--- src/verilog/lsu_clint.sv ---
`timescale 1ns/1ns

module lsu_clint (
    input  logic        clock,
    input  logic        reset,
    input  logic [31:0] araddr,
    input  logic        arvalid,
    output logic        arready,
    output logic [31:0] rdata,
    output logic        rvalid
);

    // free-running cycle count
    logic [63:0] mtime;
    logic [31:0] half_sel;

    // read only, always ready
    assign arready = 1'b1;

    // bit 2 picks the upper word
    assign half_sel = araddr[2] ? mtime[63:32] : mtime[31:0];

    // --------------------
    // counter
    // --------------------

    always_ff @(posedge clock) begin
        if (reset) mtime <= 64'd0;
        else mtime <= mtime + 64'd1;
    end

    // --------------------
    // read port
    // --------------------

    // one-cycle response, single beat
    always_ff @(posedge clock) begin
        if (reset) rvalid <= 1'b0;
        else rvalid <= arvalid & arready;
    end

    always_ff @(posedge clock) begin
        if (arvalid) begin
            rdata <= half_sel;
        end
    end

endmodule

--- config.mk ---
export PLATFORM = sky130hd
export DESIGN_NAME = lsu_clint
export DESIGN_NICKNAME = d
export VERILOG_FILES = /design/src/verilog/lsu_clint.sv
export SDC_FILE = /design/constraint.sdc
export NUM_CORES = 1
export LEC_CHECK = 0
export BUFFER_PORTS_ARGS = -buffer_cell sky130_fd_sc_hd__buf_2
export CAP_MARGIN = 10
export CORE_ASPECT_RATIO = 1.5
export CORE_UTILIZATION = 51
export CTS_CLUSTER_DIAMETER = 80
export CTS_CLUSTER_SIZE = 30
export DETAILED_ROUTE_END_ITERATION = 8
export GPL_TIMING_DRIVEN = 0
export PLACE_DENSITY = 0.76
export SLEW_MARGIN = 20
export SYNTH_ARGS = -nofsm -noshare
export SYNTH_HDL_FRONTEND = slang
export SYNTH_SLANG_ARGS = --single-unit
--- constraint.sdc ---
create_clock -name clock -period 1.9 [get_ports clock]
set_input_delay 0.57 -clock clock [delete_from_list [all_inputs] [get_ports clock]]
set_output_delay 0.57 -clock clock [all_outputs]
set_load 0.02 [all_outputs]
==> run_results.csv <==
group,metric,value,unit
die,die_w,77.6,um
global_route,grt_overflow,0,
die,row_count,41,
timing,period_share,104,%
status,outcome,"complete, but fails checks",
power,power_density,717,mW/mm^2
timing,worst_pin_slew,0.804,ns
logic_synthesis,synth_edf_count,32,
clocking,cts_htree_levels,3,
timing,drv_slew,0,
timing,fin_ws,-0.0843,ns
clocking,clkLatencyLatePin,0.35,ns
clocking,numCtsBuffers,9,
placed_design,hpwl,6800,um
logic_synthesis,synthAdderAreaFrac,0.286,%
routing,via_per_inst,5.94,
worst_setup_path,timing.rr.start,"mtime[7]",
worst_setup_path,critPathLaunchType,"register",
routing,wl_per_cell,18.1,um
timing,setup_viol,17,
logic_synthesis,synth_xor_area_share,6.62,%
routing,drt-total-wl,11400,um
worst_setup_path,slowest_stage,"or4_1",
logic_synthesis,synth_compound_area_share,7.50,%
worst_setup_path,cp.required,2.17,ns
die,ioPinCount,69,
logic_synthesis,synth-simple-area-share,23.7,%
global_route,grt_pass1_vias,3549,
logic_synthesis,synth_seq_area_share,51.8,%
layout,fin_util,68.4,%
logic_synthesis,post-synth-top-count-cell,"dfxtp_1",
worst_setup_path,r2r_slack,-0.08,ns
logic_synthesis,synth_cells,419,
placed_design,place_congestion,0.834,
logic_synthesis,synthTopCellsByCount,"dfxtp_1 (65), nor2_1 (40), edfxtp_1 (32)",
layout,final_cells,631,
worst_setup_path,path_cells,"nand4_4, buf_6, nor4_4, nand4_1, or4_1, a21oi_1",
job,maxCapViolations,0,
global_route,grt_util_all_layers,25.0,%
logic_synthesis,ys_warn_count,0,
logic_synthesis,synth_nets,455,
layout,nNetsFinal,555,
logic_synthesis,async_reset_ff_share,0,%
clocking,clk_path_buf_depth,2,
clocking,clock_sinks,97,
logic_synthesis,synth_top_area_cell,"dfxtp_1",
worst_setup_path,endpoint_kind,"register",
routing,drt-pass1-iter-count,5,
logic_synthesis,synth_seq_cells,97,
clocking,cts-root-buf,"clkbuf_16",
worst_setup_path,crit_path_max_fanout,7,
logic_synthesis,syn_area_per_cell,10.4,sq um
timing,fmax,504,MHz
layout,n_antenna_cell,0,
placed_design,numPortBuffers,34,
global_route,antenna_found_initial,0,
logic_synthesis,synth_top_family_by_area,"simple AND/OR/NAND/NOR gates",
min_path,min_to,"mtime[61]",
logic_synthesis,syn_area,0.00437,sq mm
timing,min_period,1.98,ns
die,dieHeight,115,um
global_route,grt_pass1_wl,16800,um
routing,vias,3747,
logic_synthesis,netlist.area_leader.share,29.8,%
routing,post-route-drc-count,0,
timing,rsz0062_at_grt,"true",
placed_design,place_inst,560,
logic_synthesis,synth_area_leaders,"dfxtp_1 (30%), edfxtp_1 (22%), mux2_2 (7.7%), xor2_1 (4.6%), nand4_1 (3.7%)",
min_path,whs_path_depth,2,
timing,hold_viol,0,
worst_setup_path,critPathKind,"register to register",
worst_setup_path,r2r-end,"mtime[56]",
global_route,grt_max_degree,34,
status,failed_checks,"setup timing",
timing,max-slew-margin-rel,46.4,%
power,p_leak,2.21,nW
clocking,clk_pin_slew,0.06,ns
timing,fin_skew,0.00780,ns
min_path,hp-class,"register to register",
power,total_power,4.10,mW
min_path,holdCritStartpoint,"mtime[61]",
logic_synthesis,synth.area.mux_share,7.73,%
routing,drtIter0Drc,290,
layout,drive_gt1_share,40.6,%
clocking,hold_buffers,0,
layout,areaGrowthSynthToFinish,30.9,%
routing,drtAntennaViolNets,0,
die,dieArea,0.00895,sq mm
worst_setup_path,reg2reg_depth,6,
worst_setup_path,critPathArrivalTime,2.26,ns
logic_synthesis,synth_cell_types,37,
die,initial_core_util,52.3,%
power,ir_drop,0.629,mV
worst_setup_path,slowest_delay,0.54,ns
logic_synthesis,synth_flop_cell,"dfxtp_1",
clocking,cts_tree,"done",
die,core_region_area,0.00836,sq mm
final cells by class:
class,count,area [sq um]
Sequential cell,97,2350
Inverter,6,22.5
Clock buffer,14,284
Timing Repair Buffer,89,608
Multi-Input combinational cell,299,2210
Buffer,17,95.1
Tap cell,107,134
Fill cell,572,2640
Clock inverter,2,10.0
per-stage QoR:
step                TNS [ns]  hold WS [ns]  cell area, sq um  setup slack [ns]
detailed placement    -16.84         0.473              4690            -0.501
CTS                  -0.0573         0.483              5360           -0.0363
global placement      -15.27         0.469              4690            -0.426
finish                -0.456         0.507              5720           -0.0843
global route           -2.84         0.531              5720            -0.164
floorplan            -0.0903         0.448              4390           -0.0471
worst max path at each step:
stage | slack, ns | endpoint | startpoint
after CTS | -0.04 | mtime[44] | mtime[0]
after detailed placement | -0.50 | mtime[48] | mtime[19]
final | -0.08 | mtime[56] | mtime[7]
after global routing | -0.16 | mtime[24] | mtime[7]
after global placement | -0.43 | mtime[47] | mtime[14]
after floorplan | -0.05 | mtime[48] | mtime[1]
critical path: cells and delay by family, from the launching register on:
family	cells	cell delay, ns
simple gates	4	1.19
compound gates	1	0.17
flops	1	0.37
buf+inv	1	0.18
cell families after synthesis:
group,Yosys count
flops,97
simple gates,174
fa+ha+maj,1
other cells,1
buf+inv,23
xor+xnor,33
mux,30
compound gates,60
where the power goes:
part           switching (mW)  total, mW  internal [mW]  leakage [nW]
clock                   0.745       1.77           1.03         0.149
sequential             0.0134       2.16           2.14         0.876
combinational           0.114      0.170         0.0557          1.18
total                   0.873       4.10           3.23          2.21
state kept, by name, indices dropped and copies added (netlist names):
register,flops
rdata,32
rvalid,1
mtime,64
placed cells by master, fill, tap and decap left out, types with 3 or more instances in the layout:
cell type  netlist  layout
xor2_1          23      23
nand3_4          1       3
o21ai_0         24      22
mux2_2          30      30
or3_1           23      18
nor2b_1          3       3
nand4_4          2       4
nor3_1           6       3
a21oi_2          0       9
buf_6            1       7
dfxtp_2          0       9
clkbuf_8         0       6
nand2_1         27      26
or3_4            0       5
o31ai_1          5       3
nor2_1          40      39
buf_2            1      36
clkbuf_16        0       9
dfxtp_4          0      21
edfxtp_1        32      32
and3_1           5       4
or4_1            8       5
dfxtp_1         65      35
clkbuf_1        13      11
buf_4            1      50
nand3_1         14      12
or4_4            0       3
and2_1           3       3
nand4_1         26      26
xnor2_1         10       9
and4_1           8       7
inv_1            6       6
a21oi_1         27      18
repair_timing:
item | 4_1_cts | 5_1_grt
resized for setup | 56 | 46
setup buffers | 27 | 26
cloned | 1 | 1
pin swaps | 21 | 31
setup endpoints to repair | 40 | 40
routing by layer:
| layer | routed length, um | track usage [%] | share of wire, % | vias to the layer above |
|---|---|---|---|---|
| li1 | - | - | - | 1739 |
| met5 | 0 | 0 | 0 | - |
| met3 | 516 | 5.95 | 4.5 | 50 |
| met4 | 566 | 18.1 | 5.0 | 0 |
| met2 | 6120 | 44.9 | 54 | 150 |
| met1 | 4220 | 25.2 | 37 | 1808 |
Power figures use the tool's default switching activity.
