[src/verilog/lsu_pkg.sv]
package lsu_pkg;

    // --------------------
    // core-side encodings
    // --------------------

    // access size, coded like the core's 2-bit mask
    typedef enum logic [1:0] {
        MASK_NONE = 2'b00,
        MASK_BYTE = 2'b01,
        MASK_HALF = 2'b10,
        MASK_WORD = 2'b11
    } lsu_size_e;

    // bus master channel states
    typedef enum logic [1:0] {
        BUS_IDLE = 2'd0,
        BUS_ADDR = 2'd1,
        BUS_DATA = 2'd2,
        BUS_RESP = 2'd3
    } bus_state_e;

    // --------------------
    // bus encodings
    // --------------------

    // AXI size codes, bytes per beat as a power of two
    localparam logic [2:0] SIZE_BYTE = 3'd0;
    localparam logic [2:0] SIZE_HALF = 3'd1;
    localparam logic [2:0] SIZE_WORD = 3'd2;

    // address map
    localparam logic [31:0] CLINT_BASE = 32'h0200_0000;
    localparam logic [31:0] CLINT_END  = 32'h0200_ffff;
    localparam logic [31:0] SRAM_BASE  = 32'h8000_0000;

endpackage

[src/verilog/lsu_load_extend.sv]
`timescale 1ns/1ns

module lsu_load_extend (
    input  logic [1:0]  raddr,
    input  logic [1:0]  rmask,
    input  logic        rsign,
    input  logic [31:0] rword,
    output logic [31:0] rdata
);

    import lsu_pkg::*;

    logic [31:0] shifted;
    logic        fill;

    // bring the addressed lane down to bit 0
    assign shifted = rword >> {raddr, 3'b000};

    // extend by size and sign
    always_comb begin
        fill = 1'b0;
        case (lsu_size_e'(rmask))
            MASK_BYTE: begin
                fill  = shifted[7] & rsign;
                rdata = {{24{fill}}, shifted[7:0]};
            end
            MASK_HALF: begin
                fill  = shifted[15] & rsign;
                rdata = {{16{fill}}, shifted[15:0]};
            end
            MASK_WORD: begin
                rdata = shifted;
            end
            default: begin
                rdata = 32'd0;
            end
        endcase
    end

endmodule

[config.mk]
export PLATFORM = sky130hd
export DESIGN_NAME = lsu_load_extend
export DESIGN_NICKNAME = d
export VERILOG_FILES = /design/src/verilog/lsu_pkg.sv /design/src/verilog/lsu_load_extend.sv
export SDC_FILE = /design/constraint.sdc
export NUM_CORES = 1
export LEC_CHECK = 0
export BUFFER_PORTS_ARGS = -buffer_cell sky130_fd_sc_hd__buf_4
export CAP_MARGIN = 5
export CORE_ASPECT_RATIO = 1.1
export CORE_MARGIN = 1
export CORE_UTILIZATION = 42
export DETAILED_ROUTE_END_ITERATION = 10
export GPL_ROUTABILITY_DRIVEN = 1
export PLACE_DENSITY_LB_ADDON = 0.1
export SYNTH_ARGS = -nofsm -noshare
export SYNTH_HDL_FRONTEND = slang
export SYNTH_SLANG_ARGS = --single-unit
[constraint.sdc]
create_clock -name vclk -period 1.5
set_input_delay 0.3 -clock vclk [all_inputs]
set_output_delay 0.3 -clock vclk [all_outputs]
set_load 0.01 [all_outputs]
==> results.sh, run 1 <==
export IMPL_grt_max_degree=19
export IMPL_initial_core_util_pct=46.2
export IMPL_stop_stage="global routing (5_1_grt)"
export IMPL_status="aborted with a tool error"
export IMPL_io_pins=69
export IMPL_ys_seq_area_share_pct=0
export IMPL_endpoint_type="primary output"
export IMPL_worst_endpoint="rdata[19]"
export IMPL_synth_distinct_cells=24
export IMPL_rows=16
export IMPL_die_w_um=45.2
export IMPL_placed_area_um2=1540
export IMPL_ys_warn_count=0
export IMPL_place_hpwl_mm=2.67
export IMPL_die_h_um=49.5
export IMPL_place_inst=221
export IMPL_netlist_area_um2=861
export IMPL_first_error="[ERROR DPL-0038] Utilization greater than 100%, impossible to legalize"
export IMPL_syn_avg_cell_area_um2=7.36
export IMPL_routabilityCongestion=0.925
export IMPL_syn_instance_count=117
export IMPL_syn_nets=154
export IMPL_dp_slack_ns=-0.244
export IMPL_port_buffers=69
==> kinds of logic after synthesis <==
group / synth area share [%]
multiplexers: 23.3
AO/OA/AOI/OAI: 30.1
AND/OR/NAND/NOR: 36.6
buffers and inverters: 10.0
==> Yosys cell counts (2+ instances only) <==
library cell	instances	area, um2
nand4_1	16	100
nand2_1	15	56.3
a211oi_1	14	105
a21oi_1	9	45.0
mux2_2	8	90.1
mux2i_1	8	80.1
nor2b_1	8	50.1
a2bb2oi_1	7	61.3
buf_2	6	30.0
and3b_1	5	43.8
buf_4	3	22.5
clkbuf_1	3	11.3
buf_6	2	22.5
mux2_4	2	30.0
nor2_1	2	7.51
==> through the flow <==
| stage | utilization [%] | hold slack [ns] |
|---|---|---|
| after CTS | 92.1 | 0.933 |
| after detailed placement | 82.8 | 0.928 |
| after global placement | 82.8 | 0.923 |
| after floorplan | - | 0.748 |
==> what timing repair did <==
item | 4_1_cts
endpoints found under the setup margin | 32
pin swaps | 6
buffers inserted | 1
cloned | 2
hold buffers | 0
gates resized for setup | 26
==> run 2, diff against run 1 <==
CORE_AREA = 2 2 63 65   (was unset)
CORE_ASPECT_RATIO = unset   (was 1.1)
CORE_MARGIN = unset   (was 1)
CORE_UTILIZATION = unset   (was 42)
DIE_AREA = 0 0 65 67   (was unset)
PLACE_DENSITY_LB_ADDON = 0.15   (was 0.1)
==> run 2 against run 1 <==
Compared with the run above: the flow now finishes, with violations (negative setup slack); area after synthesis is the same; synthesized cell count did not move.
==> results.sh, run 2 <==
export IMPL_status="finished with violations"
export IMPL_violations="negative setup slack"
export IMPL_syn_instance_count=117
export IMPL_layout_drive_gt1_share_pct=70.0
export IMPL_die_w_um=65
export IMPL_netlist_area_leader_share_pct=12.2
export IMPL_hold_viol_final=0
export IMPL_port_buffers=69
export IMPL_antenna_cells=0
export IMPL_fin_crit_sh_pct=111
export IMPL_arrival_ns=1.37
export IMPL_hold_path_cell_count=4
export IMPL_final_cell_mix="buf_4, nand4_1, nand2_1"
export IMPL_setup_viol=31
export IMPL_holdPathEnd="rdata[25]"
export IMPL_final_cell_area_um2=1860
export IMPL_synth_distinct_cells=24
export IMPL_io_pins=69
export IMPL_syn_avg_cell_area_um2=7.36
export IMPL_antenna_left=0
export IMPL_routed_wl_mm=3.71
export IMPL_worst_slew_pin_slew_ns=0.217
export IMPL_viasPerCell=5.04
export IMPL_num_clock_buffers=0
export IMPL_max_cap_viol_count=0
export IMPL_antenna_found_initial=0
export IMPL_syn_nets=154
export IMPL_drt_first_pass_iters=4
export IMPL_drt_iter0_markers=53
export IMPL_cp_required_ns=1.20
export IMPL_die_h_um=67
export IMPL_critical_path_class="input port to output pin"
export IMPL_seq_area_um2=0
export IMPL_ys_seq_area_share_pct=0
export IMPL_grt_pass1_wl_mm=5.62
export IMPL_drc=0
export IMPL_power_density_nw_per_um2=323
export IMPL_cp_max_fo=7
export IMPL_worst_setup_path_start_kind="input port"
export IMPL_grt_max_degree=17
export IMPL_rsz0062_at_grt="yes"
export IMPL_p_leak_nw=0.902
export IMPL_grt_usage_pct=15.7
export IMPL_nFillCells=356
export IMPL_period_minus_slack_ns=1.67
export IMPL_placed_area_um2=1650
export IMPL_slew_headroom_pct=85.2
export IMPL_nFlopsAndLatches=0
export IMPL_netlist_area_um2=861
export IMPL_yosysTopAreaCell="a211oi_1"
export IMPL_num_vias=1266
export IMPL_synthTopCellsByArea="a211oi_1, nand4_1, mux2_2, mux2i_1, a2bb2oi_1"
export IMPL_hold_buffers=0
export IMPL_routabilityCongestion=0.803
export IMPL_final_common_cell="buf_4"
export IMPL_p_total_mw=0.600
export IMPL_grt_ovfl_total=0
export IMPL_grt_pass1_vias=1175
export IMPL_initial_core_util_pct=23.9
export IMPL_fin_nets=242
export IMPL_hp_class="input port to output pin"
export IMPL_synth_most_common_cell="nand4_1"
export IMPL_ir_drop_v=0.0000963
export IMPL_fmax_ghz=0.598
export IMPL_place_hpwl_mm=2.81
export IMPL_hold_worst_slack_ns=0.945
export IMPL_synth_common_cells="nand4_1, nand2_1, a211oi_1"
export IMPL_rows=22
export IMPL_dieArea_um2=4360
export IMPL_final_max_slew_viol_count=0
export IMPL_core_area_um2=3610
export IMPL_ys_warn_count=0
export IMPL_min_from="rword[25]"
export IMPL_crit_path_end_kind="output pin"
export IMPL_area_delta_synth_final_pct=116
export IMPL_setup_slack_ns=-0.172
export IMPL_multiInputGateArea_um2=930
export IMPL_routedWlPerCell_um=14.8
==> run 2: cell counts after synthesis <==
No cell type changed its count.
==> run 2: final cells by class <==
type	instances	area share (%)
well taps	48	3.24
repair buffers	100	46.7
multi-input cells	103	50.1
==> run 2: worst max-delay path: stages <==
cell,delay (ns)
buf_8,0.10
mux2_4,0.33
a221oi_4,0.27
buf_6,0.17
a21oi_1,0.05
buf_4,0.15
==> run 2: timing repair <==
item / CTS / global route
setup buffers: 1 / 0
pin swaps: 7 / 7
gates resized for setup: 16 / 23
hold endpoints to repair: 0 / 0
cloned: 0 / 1
setup endpoints to repair: 32 / 32
==> run 2: metal layers <==
| metal | track usage [%] | vias to the layer above | share of wire [%] |
|---|---|---|---|
| met2 | 28.9 | 37 | 52 |
| met5 | 0 | - | 0 |
| met3 | 1.01 | 0 | 4.4 |
| met1 | 21.2 | 591 | 43 |
| li1 | - | 638 | - |
| met4 | 0.266 | 0 | 0 |
==> run 2: report_power, final <==
group	switching [mW]	internal [mW]	total, mW
registers	0	0	0
clock network	0	0	0
logic	0.257	0.343	0.600
==> run 2: how the worst max path moves through the flow <==
stage | startpoint | end | slack (ns) | cells after the start
after floorplan | raddr[1] | rdata[10] | -0.02 | 4
after global placement | raddr[1] | rdata[13] | -0.20 | 6
after detailed placement | raddr[1] | rdata[10] | -0.21 | 6
after CTS | raddr[1] | rdata[10] | -0.17 | 6
after global routing | raddr[1] | rdata[10] | -0.22 | 7
final | raddr[1] | rdata[10] | -0.17 | 6
==> run 2: cell families (layout without fill, tap and decap cells) <==
| kind of cell | Yosys count | after routing | synth area share, % |
|---|---|---|---|
| AND/OR/NAND/NOR | 52 | 52 | 36.6 |
| AO/OA/AOI/OAI | 33 | 33 | 30.1 |
| multiplexers | 18 | 18 | 23.3 |
| buffers and inverters | 14 | 100 | 10.0 |
==> run 2: per-stage QoR <==
stage	util, %	worst slack (ns)	cells	setup TNS (ns)
6_report	51.5	-0.172	251	-3.90
5_1_grt	51.5	-0.216	251	-5.42
4_1_cts	47.6	-0.172	250	-3.67
3_5_place_dp	45.6	-0.214	249	-4.91
3_3_place_gp	45.6	-0.198	249	-4.68
2_1_floorplan	-	-0.0214	117	-0.150
No activity file was read; power rests on OpenSTA's default activity.
==> run 3, diff against run 2 <==
SETUP_SLACK_MARGIN = 0.2   (was unset)
==> run 3 against run 2 <==
Compared with the run above: the run still ends with negative setup slack left; global-route usage increased by 0.17 points; cell area increased by 3.5%; combinational power increased by 5.8%; utilization increased by 1.8 points; clock-buffer cell count unchanged; fmax decreased by 1.2%; non-clock buffer count increased by 4; worst setup slack got worse by 0.021 ns; cell count increased by 1.6%; largest cell class unchanged; largest power group unchanged; highest routed layer unchanged.
==> results.sh, run 3 (synthesized netlist as in run 2, its figures left out) <==
export IMPL_power_density_nw_per_um2=331
export IMPL_slowest_delay_ns=0.33
export IMPL_port_buffers=69
export IMPL_switchingPower_mw=0.275
export IMPL_rows=22
export IMPL_dieArea_um2=4360
export IMPL_hold_viol_final=0
export IMPL_crit_family="buffers and inverters"
export IMPL_status="finished with violations"
export IMPL_final_max_slew_viol_count=0
export IMPL_worst_slew_pin_slew_ns=0.375
export IMPL_max_cap_viol_count=0
export IMPL_internal_power_mw=0.360
export IMPL_grt_pass1_vias=1187
export IMPL_path_cells="buf_12 > mux2_4 > buf_6 > o211ai_4 > buf_12 > nand4_1 > buf_4"
export IMPL_final_cell_mix="buf_4, nand4_1, nand2_1, a211oi_2, mux2_2"
export IMPL_nFlopsAndLatches=0
export IMPL_layout_drive_gt1_share_pct=72.9
export IMPL_antenna_left=0
export IMPL_fin_nets=246
export IMPL_antenna_cells=0
export IMPL_arrival_ns=1.39
export IMPL_period_minus_slack_ns=1.69
export IMPL_crit_top_cell="buf_12"
export IMPL_initial_core_util_pct=23.9
export IMPL_final_common_cell="buf_4"
export IMPL_cp_max_fo=8
export IMPL_setup_viol=31
export IMPL_pwr_share_clk_pct=0
export IMPL_crit_path_end_kind="output pin"
export IMPL_violations="negative setup slack"
export IMPL_drc=0
export IMPL_grt_max_degree=17
export IMPL_viasPerCell=4.91
export IMPL_rsz0062_at_grt="yes"
export IMPL_cp_required_ns=1.20
export IMPL_hold_worst_slack_ns=0.933
export IMPL_routedWlPerCell_um=14.5
export IMPL_antenna_found_initial=0
export IMPL_cp_slowest_cell="mux2_4"
export IMPL_die_h_um=67
export IMPL_routabilityCongestion=0.814
export IMPL_setup_slack_ns=-0.193
export IMPL_grt_pass1_wl_mm=5.69
export IMPL_final_cell_area_um2=1920
export IMPL_num_vias=1252
export IMPL_p_total_mw=0.635
export IMPL_critical_path_class="input port to output pin"
export IMPL_swShare_pct=43.3
export IMPL_placed_area_um2=1730
export IMPL_area_delta_synth_final_pct=123
export IMPL_worst_setup_path_start_kind="input port"
export IMPL_slew_headroom_pct=75.0
export IMPL_drt_iter0_markers=35
export IMPL_hold_buffers=0
export IMPL_critPathBufInv=4
export IMPL_die_w_um=65
export IMPL_p_leak_nw=0.918
export IMPL_seq_area_um2=0
export IMPL_routed_wl_mm=3.69
export IMPL_grt_usage_pct=15.9
export IMPL_num_clock_buffers=0
export IMPL_fmax_ghz=0.591
export IMPL_core_area_um2=3610
export IMPL_place_hpwl_mm=2.91
export IMPL_p_seq_share_pct=0
export IMPL_io_pins=69
export IMPL_setup_tns_ns=-4.33
export IMPL_hp_class="input port to output pin"
export IMPL_ir_drop_v=0.000114
export IMPL_fin_crit_sh_pct=113
export IMPL_grt_ovfl_total=0
export IMPL_drt_first_pass_iters=4
export IMPL_combinationalPowerShare_pct=100.0
-- run 3: cell count changes in the layout (fill, tap and decap cells not counted), moves of 4 or more --
cell       previous run  this run
a2bb2oi_1             3         7
a2bb2oi_2             4         0
a21oi_2               1         7
a211oi_2              8        12
a21oi_1               8         2
a211oi_1              6         0
-- run 3: timing repair --
action / in CTS / in global routing
pin swaps: 5 / 4
resized for setup: 11 / 21
buffers inserted: 0 / 2
cloned: 1 / 0
setup endpoints to repair: 32 / 32
-- run 3: tightest hold or removal path, cell delays in order --
cell and delay [ns]:
buf_4 0.10, nand2_1 0.04, nand4_1 0.07, buf_4 0.11
-- run 3: cell type report --
| class | instances | area [um2] |
|---|---|---|
| Timing Repair Buffer | 104 | 898 |
| Fill cell | 327 | 1690 |
| Tap cell | 48 | 60.1 |
| Multi-Input combinational cell | 103 | 962 |
-- run 3: final timing paths --
kind	start	end	slack (ns)	cells past startpoint
worst min-delay path	rword[26]	rdata[26]	0.93	4
worst max-delay path	raddr[1]	rdata[21]	-0.19	7
-- run 3: power groups by stage --
stage	clock [mW]	combinational (mW)	sequential [mW]
after floorplan	0	0.277	0
after global placement	0	0.562	0
after detailed placement	0	0.570	0
after CTS	0	0.595	0
after global routing	0	0.680	0
final	0	0.635	0
-- run 3: metrics by stage --
| stage | worst slack [ns] | cells | util (%) |
|---|---|---|---|
| after floorplan | -0.0214 | 117 | - |
| after global placement | -0.211 | 252 | 47.9 |
| after detailed placement | -0.227 | 252 | 47.9 |
| after CTS | -0.183 | 253 | 49.9 |
| after global routing | -0.235 | 255 | 53.3 |
| final | -0.193 | 255 | 53.3 |
-- run 3: routing by layer --
layer | share of wire, % | GRT usage [%]
met3 | 3.7 | 0.676
met1 | 45 | 22.5
met5 | 0 | 0
met2 | 51 | 27.8
met4 | 0 | 0.798
==> run 4, diff against run 3 <==
clock period = 1.4 ns   (was 1.5 ns; I/O delays follow)
==> run 4 against run 3 <==
Compared with the run above: the flow still finishes with violations (negative setup slack); global-route usage is 0.72 points higher; die area unchanged; largest power group unchanged; combinational power increased by 7.1%; highest routed layer is now met4; cell area decreased by 1.4%; utilization fell by 0.73 points.
==> results.sh, run 4 (synthesized netlist as in run 2, its figures left out) <==
export IMPL_place_hpwl_mm=3.01
export IMPL_antenna_found_initial=0
export IMPL_critical_path_class="input port to output pin"
export IMPL_slew_headroom_pct=80.6
export IMPL_port_buffers=69
export IMPL_worst_path_stages=6
export IMPL_top_layer="met4"
export IMPL_critPathBufInv=3
export IMPL_routabilityCongestion=0.882
export IMPL_power_density_nw_per_um2=359
export IMPL_grt_ovfl_total=0
export IMPL_grt_pass1_vias=1235
export IMPL_arrival_ns=1.37
export IMPL_cp_max_fo=6
export IMPL_setup_viol=32
export IMPL_io_pins=69
export IMPL_stdcell_count=250
export IMPL_cp_slowest_cell="mux2_4"
export IMPL_fin_crit_sh_pct=118
export IMPL_hold_viol_final=0
export IMPL_fmax_ghz=0.605
export IMPL_hold_buffers=0
export IMPL_hold_path_cell_count=4
export IMPL_drt_first_pass_iters=4
export IMPL_hp_class="input port to output pin"
export IMPL_num_clock_buffers=0
export IMPL_final_common_cell="buf_4"
export IMPL_area_delta_synth_final_pct=120
export IMPL_p_total_mw=0.680
export IMPL_initial_core_util_pct=23.9
export IMPL_max_cap_viol_count=0
export IMPL_rsz0062_at_grt="yes"
export IMPL_hold_worst_slack_ns=0.892
export IMPL_viasPerCell=5.02
export IMPL_core_area_um2=3610
export IMPL_layout_drive_gt1_share_pct=71.8
export IMPL_wl_met1_mm=1.66
export IMPL_antenna_left=0
export IMPL_cp_endpoint="rdata[8]"
export IMPL_wl_met3_um=178
export IMPL_antenna_cells=0
export IMPL_violations="negative setup slack"
export IMPL_status="finished with violations"
export IMPL_final_cell_mix="buf_4, nand4_1, nand2_1, a211oi_2, buf_6"
export IMPL_worst_slew_pin_slew_ns=0.283
export IMPL_routedWlPerCell_um=15.0
export IMPL_drt_iter0_markers=56
export IMPL_cp_required_ns=1.12
export IMPL_dieArea_um2=4360
export IMPL_worst_setup_path_start_kind="input port"
export IMPL_rows=22
export IMPL_num_vias=1255
export IMPL_nFlopsAndLatches=0
export IMPL_slowest_delay_ns=0.31
export IMPL_grt_max_degree=17
export IMPL_final_max_slew_viol_count=0
export IMPL_period_minus_slack_ns=1.65
export IMPL_die_w_um=65
export IMPL_wl_met2_mm=1.86
export IMPL_crit_path_end_kind="output pin"
export IMPL_fin_nets=241
export IMPL_ir_drop_v=0.000169
export IMPL_seq_area_um2=0
export IMPL_critPathLaunch="raddr[1]"
export IMPL_routed_wl_mm=3.74
export IMPL_place_inst=248
export IMPL_drc=0
export IMPL_grt_usage_pct=16.6
export IMPL_die_h_um=67
export IMPL_grt_pass1_wl_mm=5.80
export IMPL_path_cells="buf_12 > mux2_4 > a221oi_4 > buf_6 > a21oi_2 > buf_4"
export IMPL_dp_slack_ns=-0.328
export IMPL_setup_slack_ns=-0.253
export IMPL_p_leak_nw=0.897
export IMPL_crit_family="buffers and inverters"
==> run 4: cell count changes in the layout (fill, tap and decap cells not counted), moves of 2 or more <==
cell	previous run	this run
a2bb2oi_1	7	5
buf_4	91	84
a2bb2oi_2	0	2
nor2b_2	3	0
buf_6	6	9
nor2b_1	5	8
mux2i_1	2	4
==> run 4: per-stage QoR <==
step	instance area (um2)	TNS (ns)	utilization, %
after floorplan	971	-1.02	-
after global routing	1890	-7.79	52.5
after global placement	1700	-7.54	47.1
after detailed placement	1700	-8.33	47.1
final	1890	-6.48	52.5
after CTS	1820	-6.46	50.5
==> run 4: layout make-up <==
cell class / count / area, um2
Fill cell: 360 / 1710
Multi-Input combinational cell: 103 / 975
Tap cell: 48 / 60.1
Timing Repair Buffer: 99 / 860
==> run 4: metal layers <==
layer | global-route usage, % | vias to the layer above
met2 | 29.8 | 41
met5 | 0 | -
li1 | - | 629
met3 | 1.18 | 4
met4 | 1.86 | 0
met1 | 22.3 | 581
==> run 4: timing repair <==
action | CTS | global route
endpoints found under the setup margin | 32 | 32
cloned | 1 | 0
gates resized for setup | 21 | 14
pin swaps | 8 | 5
buffers inserted | 1 | 0
==> run 4: worst min-delay path by stage <==
stage / startpoint / end
4_1_cts: rword[30] / rdata[30]
6_report: rword[28] / rdata[28]
5_1_grt: rword[24] / rdata[24]
2_1_floorplan: rword[30] / rdata[30]
3_5_place_dp: rword[30] / rdata[30]
3_3_place_gp: rword[30] / rdata[30]
==> run 4: report_power, final <==
part | internal, mW | leakage (nW) | switching (mW)
logic | 0.381 | 0.897 | 0.299
registers | 0 | 0 | 0
clock network | 0 | 0 | 0
total | 0.381 | 0.897 | 0.299
