--- src/verilog/lsu_pkg.sv ---
package lsu_pkg;

    // --------------------
    // core-side encodings
    // --------------------

    // access size, coded like the core's 2-bit mask
    typedef enum logic [1:0] {
        MASK_NONE = 2'b00,
        MASK_BYTE = 2'b01,
        MASK_HALF = 2'b10,
        MASK_WORD = 2'b11
    } lsu_size_e;

    // bus master channel states
    typedef enum logic [1:0] {
        BUS_IDLE = 2'd0,
        BUS_ADDR = 2'd1,
        BUS_DATA = 2'd2,
        BUS_RESP = 2'd3
    } bus_state_e;

    // --------------------
    // bus encodings
    // --------------------

    // AXI size codes, bytes per beat as a power of two
    localparam logic [2:0] SIZE_BYTE = 3'd0;
    localparam logic [2:0] SIZE_HALF = 3'd1;
    localparam logic [2:0] SIZE_WORD = 3'd2;

    // address map
    localparam logic [31:0] CLINT_BASE = 32'h0200_0000;
    localparam logic [31:0] CLINT_END  = 32'h0200_ffff;
    localparam logic [31:0] SRAM_BASE  = 32'h8000_0000;

endpackage

--- src/verilog/lsu_store_align.sv ---
`timescale 1ns/1ns

module lsu_store_align (
    input  logic [31:0] waddr,
    input  logic [31:0] wdata,
    input  logic [1:0]  wmask,
    output logic [31:0] bus_wdata,
    output logic [3:0]  wstrb,
    output logic [2:0]  wsize
);

    import lsu_pkg::*;

    // byte offset within the word
    logic [1:0] offset;

    assign offset = waddr[1:0];

    // move the data up to its byte lane
    assign bus_wdata = wdata << {offset, 3'b000};

    // strobes and bus size by access width
    always_comb begin
        case (lsu_size_e'(wmask))
            MASK_BYTE: begin
                wstrb = 4'b0001 << offset;
                wsize = SIZE_BYTE;
            end
            MASK_HALF: begin
                wstrb = offset[1] ? 4'b1100 : 4'b0011;
                wsize = SIZE_HALF;
            end
            MASK_WORD: begin
                wstrb = 4'b1111;
                wsize = SIZE_WORD;
            end
            default: begin
                // nothing to write
                wstrb = 4'b0000;
                wsize = SIZE_BYTE;
            end
        endcase
    end

endmodule

--- config.mk ---
export PLATFORM = sky130hd
export DESIGN_NAME = lsu_store_align
export DESIGN_NICKNAME = d
export VERILOG_FILES = /design/src/verilog/lsu_pkg.sv /design/src/verilog/lsu_store_align.sv
export SDC_FILE = /design/constraint.sdc
export NUM_CORES = 1
export LEC_CHECK = 0
export BUFFER_PORTS_ARGS = -buffer_cell sky130_fd_sc_hd__buf_2
export CAP_MARGIN = 20
export CORE_MARGIN = 2
export CORE_UTILIZATION = 33
export DETAILED_ROUTE_END_ITERATION = 8
export PLACE_DENSITY = 0.91
export RECOVER_POWER = 25
export REMOVE_ABC_BUFFERS = 1
export SLEW_MARGIN = 20
export SYNTH_ARGS = -nofsm -noshare
export SYNTH_HDL_FRONTEND = slang
export SYNTH_SLANG_ARGS = --single-unit
--- constraint.sdc ---
create_clock -name vclk -period 1.2
set_input_delay 0 -clock vclk [all_inputs]
set_output_delay 0 -clock vclk [all_outputs]
set_load 0.02 [all_outputs]
==> qor.json, run 1 <==
{
  "global_route": {
    "global_route.overflow_total": 0,
    "grt_start_max_net_pins": 25,
    "antenna_found_initial": 0,
    "grt_first_pass_wirelength_mm": 3.24,
    "globalRouteTotalUtil_pct": 15.6,
    "grt_pass1_vias": 752
  },
  "setup_path": {
    "cp_data_arrival_time_ns": 0.98,
    "critPathKind": "primary input to output port",
    "worstPathMaxFanout": 12,
    "cp-start-kind": "primary input",
    "crit_path_end": "bus_wdata[31]",
    "required_ns": 1.20,
    "critical_path.startpoint": "waddr[0]",
    "critPathCaptureType": "output port"
  },
  "finish": {
    "post-route-cell-area_um2": 1030,
    "post_route_cells_drive_above_1_share_pct": 49.1,
    "postLayoutCoreUtil_pct": 52.8,
    "clock_buffer_instance_count_of_the_final_layout": 0,
    "numnets_final": 237,
    "seq_cell_count": 0,
    "syn2layout_area_growth_pct": 51.6,
    "num-fill-cells": 223,
    "final-seq-area_um2": 0,
    "antenna_cells_inserted": 0
  },
  "pwr": {
    "clockPowerShare_pct": 0,
    "ir_worst_vdd_uv": 199,
    "power.net_switching_w": 0.000289,
    "p_sw_share_pct": 60.3,
    "leakagePower_nw": 0.567,
    "intPower_w": 0.000190,
    "cellPowerDensity_nw_per_um2": 466,
    "power.share.combinational_pct": 100.0,
    "sequentialPowerShare_pct": 0
  },
  "logic_synthesis": {
    "yosysTopAreaCellShare_pct": 23.7,
    "sequential_element_share_of_the_synthesized_area_pct": 0,
    "combinational_family_with_the_most_area_after_synthesis": "compound AO/OA/AOI/OAI gates",
    "synth_top_area_cell": "mux2i_1",
    "post_synth_and_or_nand_nor_area_fraction_pct": 30.3,
    "syn_inst": 99,
    "synth-compound-area-share_pct": 31.1,
    "yosysWarnings": 0,
    "synth_area_leaders": "mux2i_1 (24%), a211oi_2 (15%), nor2b_1 (9.2%)",
    "post_synth_xor_area_fraction_pct": 0,
    "post_synth_mux_area_share_pct": 23.7,
    "synth_fa_ha_area_share_pct": 0,
    "syn_area_per_cell_um2": 6.84,
    "netlist-cell-type-count": 18,
    "synthesis.area_um2": 677
  },
  "worst_hold_path": {
    "worst_hold_startpoint": "wmask[0]",
    "worstHoldPathCells": 3,
    "hold_wc_path_type": "primary input to output port"
  },
  "floorplan": {
    "die_height_um": 49.3,
    "die_w_um": 49.3,
    "core_area_um2": 1940,
    "core.rowCount": 16,
    "initial_utilization_pct": 34.9,
    "die_area_um2": 2430,
    "design.portCount": 105
  },
  "detailed_routing": {
    "routed_length_per_placed_instance_um": 9.62,
    "detailedRoute.firstPassIterationCount": 2,
    "drt_drc_violations_left": 0,
    "drt_iter0_drc": 4,
    "totalWireLength_mm": 1.89,
    "detail_route.vias_per_cell": 4.61,
    "ant_nets": 0,
    "vias": 904
  },
  "sta": {
    "timing.final.setup_violations": 0,
    "achievable-frequency_ghz": 1.02,
    "post-route-min-period_ns": 0.984,
    "grt_setup_unrepaired": "no",
    "min_period_over_period_pct": 82.0,
    "setup_ws_ns": 0.216,
    "timing_hold_violations_final": 0,
    "timing.final.max_slew_violations": 0,
    "sum_of_negative_setup_slack_ns": 0
  },
  "run": {
    "timing.max_cap.violations": 0
  },
  "placement": {
    "place_worst_setup_slack_ns": 0.302,
    "place_hpwl_mm": 1.59,
    "detailed_place.area_um2": 1040,
    "portBuffers": 74,
    "gp_congestion": 0.663
  },
  "outcome": {
    "outcome": "completed"
  },
  "cts": {
    "cts_hold_repair.buffers": 0,
    "post_cts_setup_repair_bufs": 0,
    "ctsResizeCount": 0
  }
}
-- cell families after synthesis --
logic type	Yosys count
and+or+nand+nor	40
AOI/OAI and AO/OA	30
muxes	16
buffers and inverters	12
other	1
-- metrics by stage --
step	instances	power (W)	hold slack, ns
2_1_floorplan	89	0.000261	0.0781
3_3_place_gp	196	0.000482	0.297
3_5_place_dp	196	0.000488	0.304
4_1_cts	196	0.000489	0.305
5_1_grt	196	0.000526	0.338
6_report	196	0.000478	0.318
-- routing by layer --
metal / global-route usage (%) / share of wire (%)
met2: 28.2 / 48
met5: 0 / 0
met3: 1.84 / 8.4
met4: 0 / 0
met1: 20.9 / 44
-- worst max-delay path: stages --
cell and delay (ns):
buf_2 0.12, clkbuf_2 0.31, mux2i_1 0.30, a21oi_1 0.10
buf_2 0.16
-- Yosys cell counts --
library cell / n
buf_2: 2
nor2b_1: 10
nor2_4: 1
a211oi_2: 8
inv_1: 2
conb_1: 1
and2_1: 9
buf_4: 2
clkbuf_1: 2
nor2_1: 8
mux2i_1: 16
a21oi_1: 10
o21ai_1: 11
o21ai_0: 1
buf_8: 1
buf_6: 2
buf_12: 1
nand2_1: 12
-- worst min-delay path by stage --
stage               end  slack, ns
6_report       wsize[0]       0.32
3_3_place_gp   wsize[0]       0.30
2_1_floorplan  wsize[0]       0.08
3_5_place_dp   wsize[0]       0.30
4_1_cts        wsize[0]       0.31
5_1_grt        wsize[0]       0.34
-- power by group through the flow --
stage	clock network (W)	logic [W]	registers, W
final	0	0.000478	0
after global routing	0	0.000526	0
after CTS	0	0.000489	0
after detailed placement	0	0.000488	0
after global placement	0	0.000482	0
after floorplan	0	0.000261	0
-- placed cells by master, fill, tap and decap left out, drive strengths merged --
| master | instances |
|---|---|
| buf | 73 |
| mux2i | 16 |
| nand2 | 12 |
| o21ai | 12 |
| nor2b | 10 |
| a21oi | 10 |
| and2 | 9 |
| nor2 | 9 |
| a211oi | 8 |
| clkbuf | 7 |
| inv | 2 |
| conb | 1 |
-- final cells by class --
type | instances | area, um^2 | share of cell area, %
repair buffers | 80 | 405 | 39.5
inverters | 2 | 7.51 | 0.732
multi-input cells | 87 | 579 | 56.5
well taps | 27 | 33.8 | 3.29
Note: power is estimated with default switching activity, not from simulation.
==> inputs of run 2 (changes only) <==
- ABC_AREA: unset -> 1
- PLACE_DENSITY: 0.91 -> 0.86
- clock period: 1.2 -> 1 ns (I/O delays scaled with it)
==> qor.json, run 2 <==
{
  "outcome": {
    "outcome": "completed"
  },
  "global_route": {
    "grt_util_met2": {"value": 37.6, "unit": "%", "change": "+9.4 points"},
    "global_route.overflow_total": {"value": 0, "change": "unchanged"},
    "antenna_found_initial": {"value": 0, "change": "unchanged"},
    "top_usage_layer": "met2",
    "grt.met3_usage": {"value": 1.71, "unit": "%", "change": "-0.13 points"},
    "grt_util_met1": {"value": 21.5, "unit": "%", "change": "+0.60 points"},
    "grt_first_pass_wirelength": {"value": 4.07, "unit": "mm", "change": "+26%"},
    "grt_pass1_vias": {"value": 1017, "change": "+35%"},
    "globalRouteTotalUtil": {"value": 18.4, "unit": "%", "change": "+2.7 points"},
    "grt_start_max_net_pins": {"value": 26, "change": "+4.0%"}
  },
  "cts": {
    "cts_hold_repair.buffers": {"value": 0, "change": "unchanged"},
    "post_cts_setup_repair_bufs": {"value": 0, "change": "unchanged"},
    "ctsResizeCount": {"value": 0, "change": "unchanged"}
  },
  "detailed_routing": {
    "vias": {"value": 1216, "change": "+35%"},
    "drt_iter0_drc": {"value": 13, "change": "+9"},
    "detail_route.vias_per_cell": {"value": 4.57, "change": "-0.88%"},
    "ant_nets": {"value": 0, "change": "unchanged"},
    "totalWireLength": {"value": 2.50, "unit": "mm", "change": "+33%"},
    "drt_drc_violations_left": {"value": 0, "change": "unchanged"},
    "routed_length_per_placed_instance": {"value": 9.39, "unit": "um", "change": "-2.4%"},
    "detailedRoute.firstPassIterationCount": {"value": 4, "change": "+2"}
  },
  "finish": {
    "clock_buffer_instance_count_of_the_final_layout": {"value": 0, "change": "unchanged"},
    "most_frequent_cells_in_the_layout": "nand2_1 (70), buf_2 (68), nand3_1 (35)",
    "post-route-cell-area": {"value": 1130, "unit": "um^2", "change": "+11%"},
    "final_common_cell": "nand2_1",
    "numnets_final": {"value": 306, "change": "+29%"},
    "seq_cell_count": {"value": 0, "change": "unchanged"},
    "antenna_cells_inserted": {"value": 0, "change": "unchanged"},
    "syn2layout_area_growth_pct": 48.2,
    "post_route_cells_drive_above_1_share": {"value": 37.8, "unit": "%", "change": "-11 points"},
    "final-seq-area": {"value": 0, "unit": "um^2", "change": "unchanged"}
  },
  "setup_path": {
    "worstPathMaxFanout": {"value": 8, "change": "-4"},
    "critPathKind": "primary input to output port",
    "required": {"value": 1.00, "unit": "ns", "change": "-0.20 ns"},
    "cp-start-kind": "primary input",
    "critPathCaptureType": "output port",
    "cp_data_arrival_time": {"value": 0.86, "unit": "ns", "change": "-0.12 ns"}
  },
  "worst_hold_path": {
    "min_delay_worst_endpoint": "bus_wdata[21]",
    "hold_wc_path_type": "primary input to output port",
    "worst_hold_startpoint": "wdata[21]",
    "worstHoldPathCells": {"value": 4, "change": "+1"}
  },
  "pwr": {
    "post-layout-total-power": {"value": 0.000625, "unit": "W", "change": "+31%"},
    "leakagePower": {"value": 0.806, "unit": "nW", "change": "+42%"},
    "cellPowerDensity": {"value": 551, "unit": "nW/um^2", "change": "+18%"},
    "ir_worst_vdd": {"value": 245, "unit": "uV", "change": "+23%"}
  },
  "logic_synthesis": {
    "synth_top_area_cell": "nand2_1",
    "sequential_element_share_of_the_synthesized_area": {"value": 0, "unit": "%", "change": "unchanged"},
    "most_instantiated_cells_after_synthesis": "nand2_1 (70), nand3_1 (35), inv_1 (18)",
    "synthesis.area": {"value": 766, "unit": "um^2", "change": "+13%"},
    "netlist-cell-type-count": {"value": 15, "change": "-3"},
    "most_common_cell_in_the_synthesized_netlist": "nand2_1",
    "synth_area_leaders": "nand2_1 (34%), nand3_1 (23%), inv_1 (8.8%)",
    "syn_area_per_cell": {"value": 4.61, "unit": "um^2", "change": "-33%"},
    "yosysWarnings": {"value": 0, "change": "unchanged"},
    "yosysTopAreaCellShare": {"value": 34.3, "unit": "%", "change": "+11 points"},
    "syn_inst": {"value": 166, "change": "+68%"}
  },
  "run": {
    "timing.max_cap.violations": {"value": 0, "change": "unchanged"}
  },
  "sta": {
    "grt_setup_unrepaired": "no",
    "timing_hold_violations_final": {"value": 0, "change": "unchanged"},
    "sum_of_negative_setup_slack": {"value": 0, "unit": "ns", "change": "unchanged"},
    "final_hold_slack": {"value": 0.334, "unit": "ns", "change": "+0.0151 ns"},
    "timing.final.max_slew_violations": {"value": 0, "change": "unchanged"},
    "timing.final.setup_violations": {"value": 0, "change": "unchanged"},
    "post-route-min-period_ns": 0.859,
    "min_period_over_period_pct": 85.9,
    "achievable-frequency_ghz": 1.16
  },
  "floorplan": {
    "initial_utilization": {"value": 34.6, "unit": "%", "change": "-0.24 points"},
    "die_area": {"value": 2720, "unit": "um^2", "change": "+12%"},
    "core.rowCount": {"value": 17, "change": "+1"},
    "die_w": {"value": 52.2, "unit": "um", "change": "+5.8%"},
    "die_height": {"value": 52.2, "unit": "um", "change": "+5.8%"},
    "design.portCount": {"value": 105, "change": "unchanged"},
    "core_area": {"value": 2210, "unit": "um^2", "change": "+14%"}
  },
  "placement": {
    "detailed_place.area": {"value": 1140, "unit": "um^2", "change": "+10%"},
    "portBuffers": {"value": 74, "change": "unchanged"},
    "place_hpwl": {"value": 2.04, "unit": "mm", "change": "+28%"},
    "gp_congestion": {"value": 0.706, "change": "+6.5%"}
  }
}
run 2: cell families (layout without fill, tap and decap cells):
kind of cell    Yosys count  after routing  share of synthesized area [%]
compound gates            2              2                           1.31
other cells               1              1                          0.490
buf+inv                  32            104                           23.5
simple gates            131            131                           74.7
run 2: metal layers:
layer  vias up  share of wire [%]
met5         -                  0
met4         0                  0
met3         0                7.8
met2        42                 49
met1       524                 43
li1        650                  -
run 2: worst max path at each step:
| stage | start | end | cells after the start |
|---|---|---|---|
| 2_1_floorplan | waddr[1] | bus_wdata[0] | 3 |
| 5_1_grt | waddr[1] | bus_wdata[6] | 5 |
| 6_report | waddr[1] | bus_wdata[6] | 5 |
| 3_3_place_gp | waddr[1] | bus_wdata[21] | 6 |
| 3_5_place_dp | waddr[1] | bus_wdata[21] | 6 |
| 4_1_cts | waddr[1] | bus_wdata[21] | 6 |
run 2: stage by stage:
step           cells  worst slack (ns)  utilization (%)
2_1_floorplan    155             0.494                -
3_3_place_gp     266             0.140             51.5
3_5_place_dp     266             0.132             51.5
4_1_cts          266             0.132             51.5
5_1_grt          266            0.0603             51.3
6_report         266             0.141             51.3
run 2: critical path: stages:
cell and delay (ns):
buf_2 0.18, nor2_8 0.16, inv_1 0.16, nor2_1 0.12
clkbuf_1 0.23
run 2: layout make-up:
| type | instances | area [um^2] |
|---|---|---|
| Tap cell | 28 | 35.0 |
| Inverter | 21 | 81.3 |
| Timing Repair Buffer | 83 | 433 |
| Multi-Input combinational cell | 134 | 586 |
| Fill cell | 261 | 1080 |
run 2: power breakdown:
group / leakage [nW] / internal, W / switching [W] / total [W]
sequential: 0 / 0 / 0 / 0
combinational: 0.806 / 0.000229 / 0.000397 / 0.000625
clock: 0 / 0 / 0 / 0
total: 0.806 / 0.000229 / 0.000397 / 0.000625
==> inputs of run 3 (changes only) <==
- REMOVE_ABC_BUFFERS: 1 -> unset
- clock period: 1 -> 0.87 ns (I/O delays scaled with it)
==> qor.json, run 3 (same netlist as run 2, synthesis figures left out) <==
{
  "outcome": {
    "outcome": "completed"
  },
  "placement": {
    "place_worst_setup_slack": {"value": -0.00435, "unit": "ns", "change": "-0.137 ns"},
    "place_hpwl": {"value": 1.93, "unit": "mm", "change": "-5.1%"},
    "numPlacedInstances": {"value": 263, "change": "-1.1%"},
    "portBuffers": {"value": 74, "change": "unchanged"},
    "gp_congestion": {"value": 0.733, "change": "+3.8%"}
  },
  "floorplan": {
    "core.rowCount": {"value": 17, "change": "unchanged"},
    "die_height": {"value": 52.2, "unit": "um", "change": "unchanged"},
    "initial_utilization": {"value": 34.6, "unit": "%", "change": "unchanged"},
    "die_w": {"value": 52.2, "unit": "um", "change": "unchanged"},
    "core_area": {"value": 2210, "unit": "um^2", "change": "unchanged"},
    "design.portCount": {"value": 105, "change": "unchanged"},
    "die_area": {"value": 2720, "unit": "um^2", "change": "unchanged"}
  },
  "pwr": {
    "power.net_switching": {"value": 0.000463, "unit": "W", "change": "+17%"},
    "clockPowerShare": {"value": 0, "unit": "%", "change": "unchanged"},
    "p_sw_share": {"value": 62.7, "unit": "%", "change": "-0.71 points"},
    "leakagePower": {"value": 0.813, "unit": "nW", "change": "+0.94%"},
    "ir_worst_vdd": {"value": 343, "unit": "uV", "change": "+40%"},
    "sequentialPowerShare": {"value": 0, "unit": "%", "change": "unchanged"},
    "power.share.combinational": {"value": 100.0, "unit": "%", "change": "about the same"},
    "intPower": {"value": 0.000275, "unit": "W", "change": "+20%"},
    "cellPowerDensity": {"value": 635, "unit": "nW/um^2", "change": "+15%"}
  },
  "worst_hold_path": {
    "hold_wc_path_type": "primary input to output port"
  },
  "setup_path": {
    "cp-start-kind": "primary input",
    "critPathCaptureType": "output port",
    "cp_data_arrival_time": {"value": 0.77, "unit": "ns", "change": "-0.09 ns"},
    "worstPathMaxFanout": {"value": 12, "change": "+4"},
    "crit_path_end": "bus_wdata[10]",
    "critPathKind": "primary input to output port",
    "critical_path.startpoint": "waddr[0]",
    "required": {"value": 0.87, "unit": "ns", "change": "-0.13 ns"}
  },
  "finish": {
    "non_filler_instances": {"value": 263, "change": "-1.1%"},
    "final_common_cell": "nand2_1",
    "antenna_cells_inserted": {"value": 0, "change": "unchanged"},
    "clock_buffer_instance_count_of_the_final_layout": {"value": 0, "change": "unchanged"},
    "seq_cell_count": {"value": 0, "change": "unchanged"},
    "most_frequent_cells_in_the_layout": "nand2_1 (70), buf_2 (67), nand3_1 (35)",
    "post_route_cells_drive_above_1_share": {"value": 38.3, "unit": "%", "change": "+0.48 points"},
    "postLayoutCoreUtil": {"value": 52.5, "unit": "%", "change": "+1.2 points"},
    "numnets_final": {"value": 303, "change": "-0.98%"},
    "final-seq-area": {"value": 0, "unit": "um^2", "change": "unchanged"},
    "syn2layout_area_growth_pct": 51.6
  },
  "detailed_routing": {
    "totalWireLength": {"value": 2.38, "unit": "mm", "change": "-4.8%"},
    "met3_wirelength": {"value": 159, "unit": "um", "change": "-18%"},
    "vias": {"value": 1208, "change": "-0.66%"},
    "maxUsedRoutingLayer": "met3",
    "detailedRoute.firstPassIterationCount": {"value": 4, "change": "unchanged"},
    "wirelength_met1": {"value": 1.06, "unit": "mm", "change": "-1.3%"},
    "detail_route.vias_per_cell": {"value": 4.59, "change": "+0.48%"},
    "drt_drc_violations_left": {"value": 0, "change": "unchanged"},
    "dr_wl_met2": {"value": 1.16, "unit": "mm", "change": "-5.7%"},
    "routed_length_per_placed_instance": {"value": 9.04, "unit": "um", "change": "-3.8%"},
    "ant_nets": {"value": 0, "change": "unchanged"},
    "drt_iter0_drc": {"value": 17, "change": "+4"}
  },
  "global_route": {
    "grt_pass1_vias": {"value": 982, "change": "-3.4%"},
    "antenna_found_initial": {"value": 0, "change": "unchanged"},
    "global_route.overflow_total": {"value": 0, "change": "unchanged"},
    "grt_first_pass_wirelength": {"value": 3.80, "unit": "mm", "change": "-6.6%"},
    "globalRouteTotalUtil": {"value": 17.1, "unit": "%", "change": "-1.3 points"},
    "grt_start_max_net_pins": {"value": 26, "change": "unchanged"}
  },
  "sta": {
    "grt_setup_unrepaired": "no",
    "timing.final.max_slew_violations": {"value": 0, "change": "unchanged"},
    "timing_hold_violations_final": {"value": 0, "change": "unchanged"},
    "timing.final.setup_violations": {"value": 0, "change": "unchanged"},
    "achievable-frequency_ghz": 1.30,
    "min_period_over_period_pct": 88.6,
    "post-route-min-period_ns": 0.771,
    "setup_ws": {"value": 0.0988, "unit": "ns", "change": "-0.0427 ns"}
  },
  "run": {
    "timing.max_cap.violations": {"value": 0, "change": "unchanged"}
  },
  "cts": {
    "cts_hold_repair.buffers": {"value": 0, "change": "unchanged"}
  },
  "logic_synthesis": {
    "postSynthNetCount": 232
  }
}
==> run 3: changes by cell type in the layout (fill, tap and decap cells not counted), sizes merged <==
cell,delta
clkbuf,+1
buf,-4
==> run 3: worst min-delay path by stage <==
stage / cells past startpoint / start / endpoint
6_report: 4 / wdata[22] / bus_wdata[22]
5_1_grt: 4 / wdata[18] / bus_wdata[18]
4_1_cts: 4 / wdata[22] / bus_wdata[22]
3_5_place_dp: 4 / wmask[1] / wsize[0]
3_3_place_gp: 4 / wmask[1] / wsize[0]
2_1_floorplan: 2 / wmask[1] / wsize[0]
==> run 3: worst max-delay path, stage by stage <==
cell	delay, ns
clkbuf_4	0.19
buf_6	0.17
nand2_1	0.08
nand2_1	0.05
nor2_1	0.10
buf_2	0.18
==> run 3: layout make-up <==
type	count	area, um^2
fill	234	1050
multi-input combinational	134	586
timing repair buffer	80	452
inverter	21	88.8
tap	28	35.0
==> run 3: what timing repair did <==
action	in CTS	in global routing
setup endpoints to repair	1	19
setup buffers	0	0
gates resized for setup	1	9
==> run 3: metrics by stage <==
stage	cell area (um^2)	hold WS (ns)	total power, W	TNS (ns)
2_1_floorplan	766	0.115	0.000483	0
3_3_place_gp	1140	0.328	0.000721	0
3_5_place_dp	1140	0.337	0.000730	-0.00435
4_1_cts	1140	0.338	0.000733	0
5_1_grt	1160	0.363	0.000813	0
6_report	1160	0.334	0.000738	0
==> run 3: power by group through the flow <==
stage	combinational (W)	clock, W	sequential [W]
CTS	0.000733	0	0
detailed placement	0.000730	0	0
floorplan	0.000483	0	0
finish	0.000738	0	0
global placement	0.000721	0	0
global route	0.000813	0	0
==> run 3: per-layer routing <==
layer  global-route usage, %  up-vias
met2                    34.8       51
met4                       0        0
li1                        -      645
met5                       0        -
met3                       0        0
met1                    21.0      512
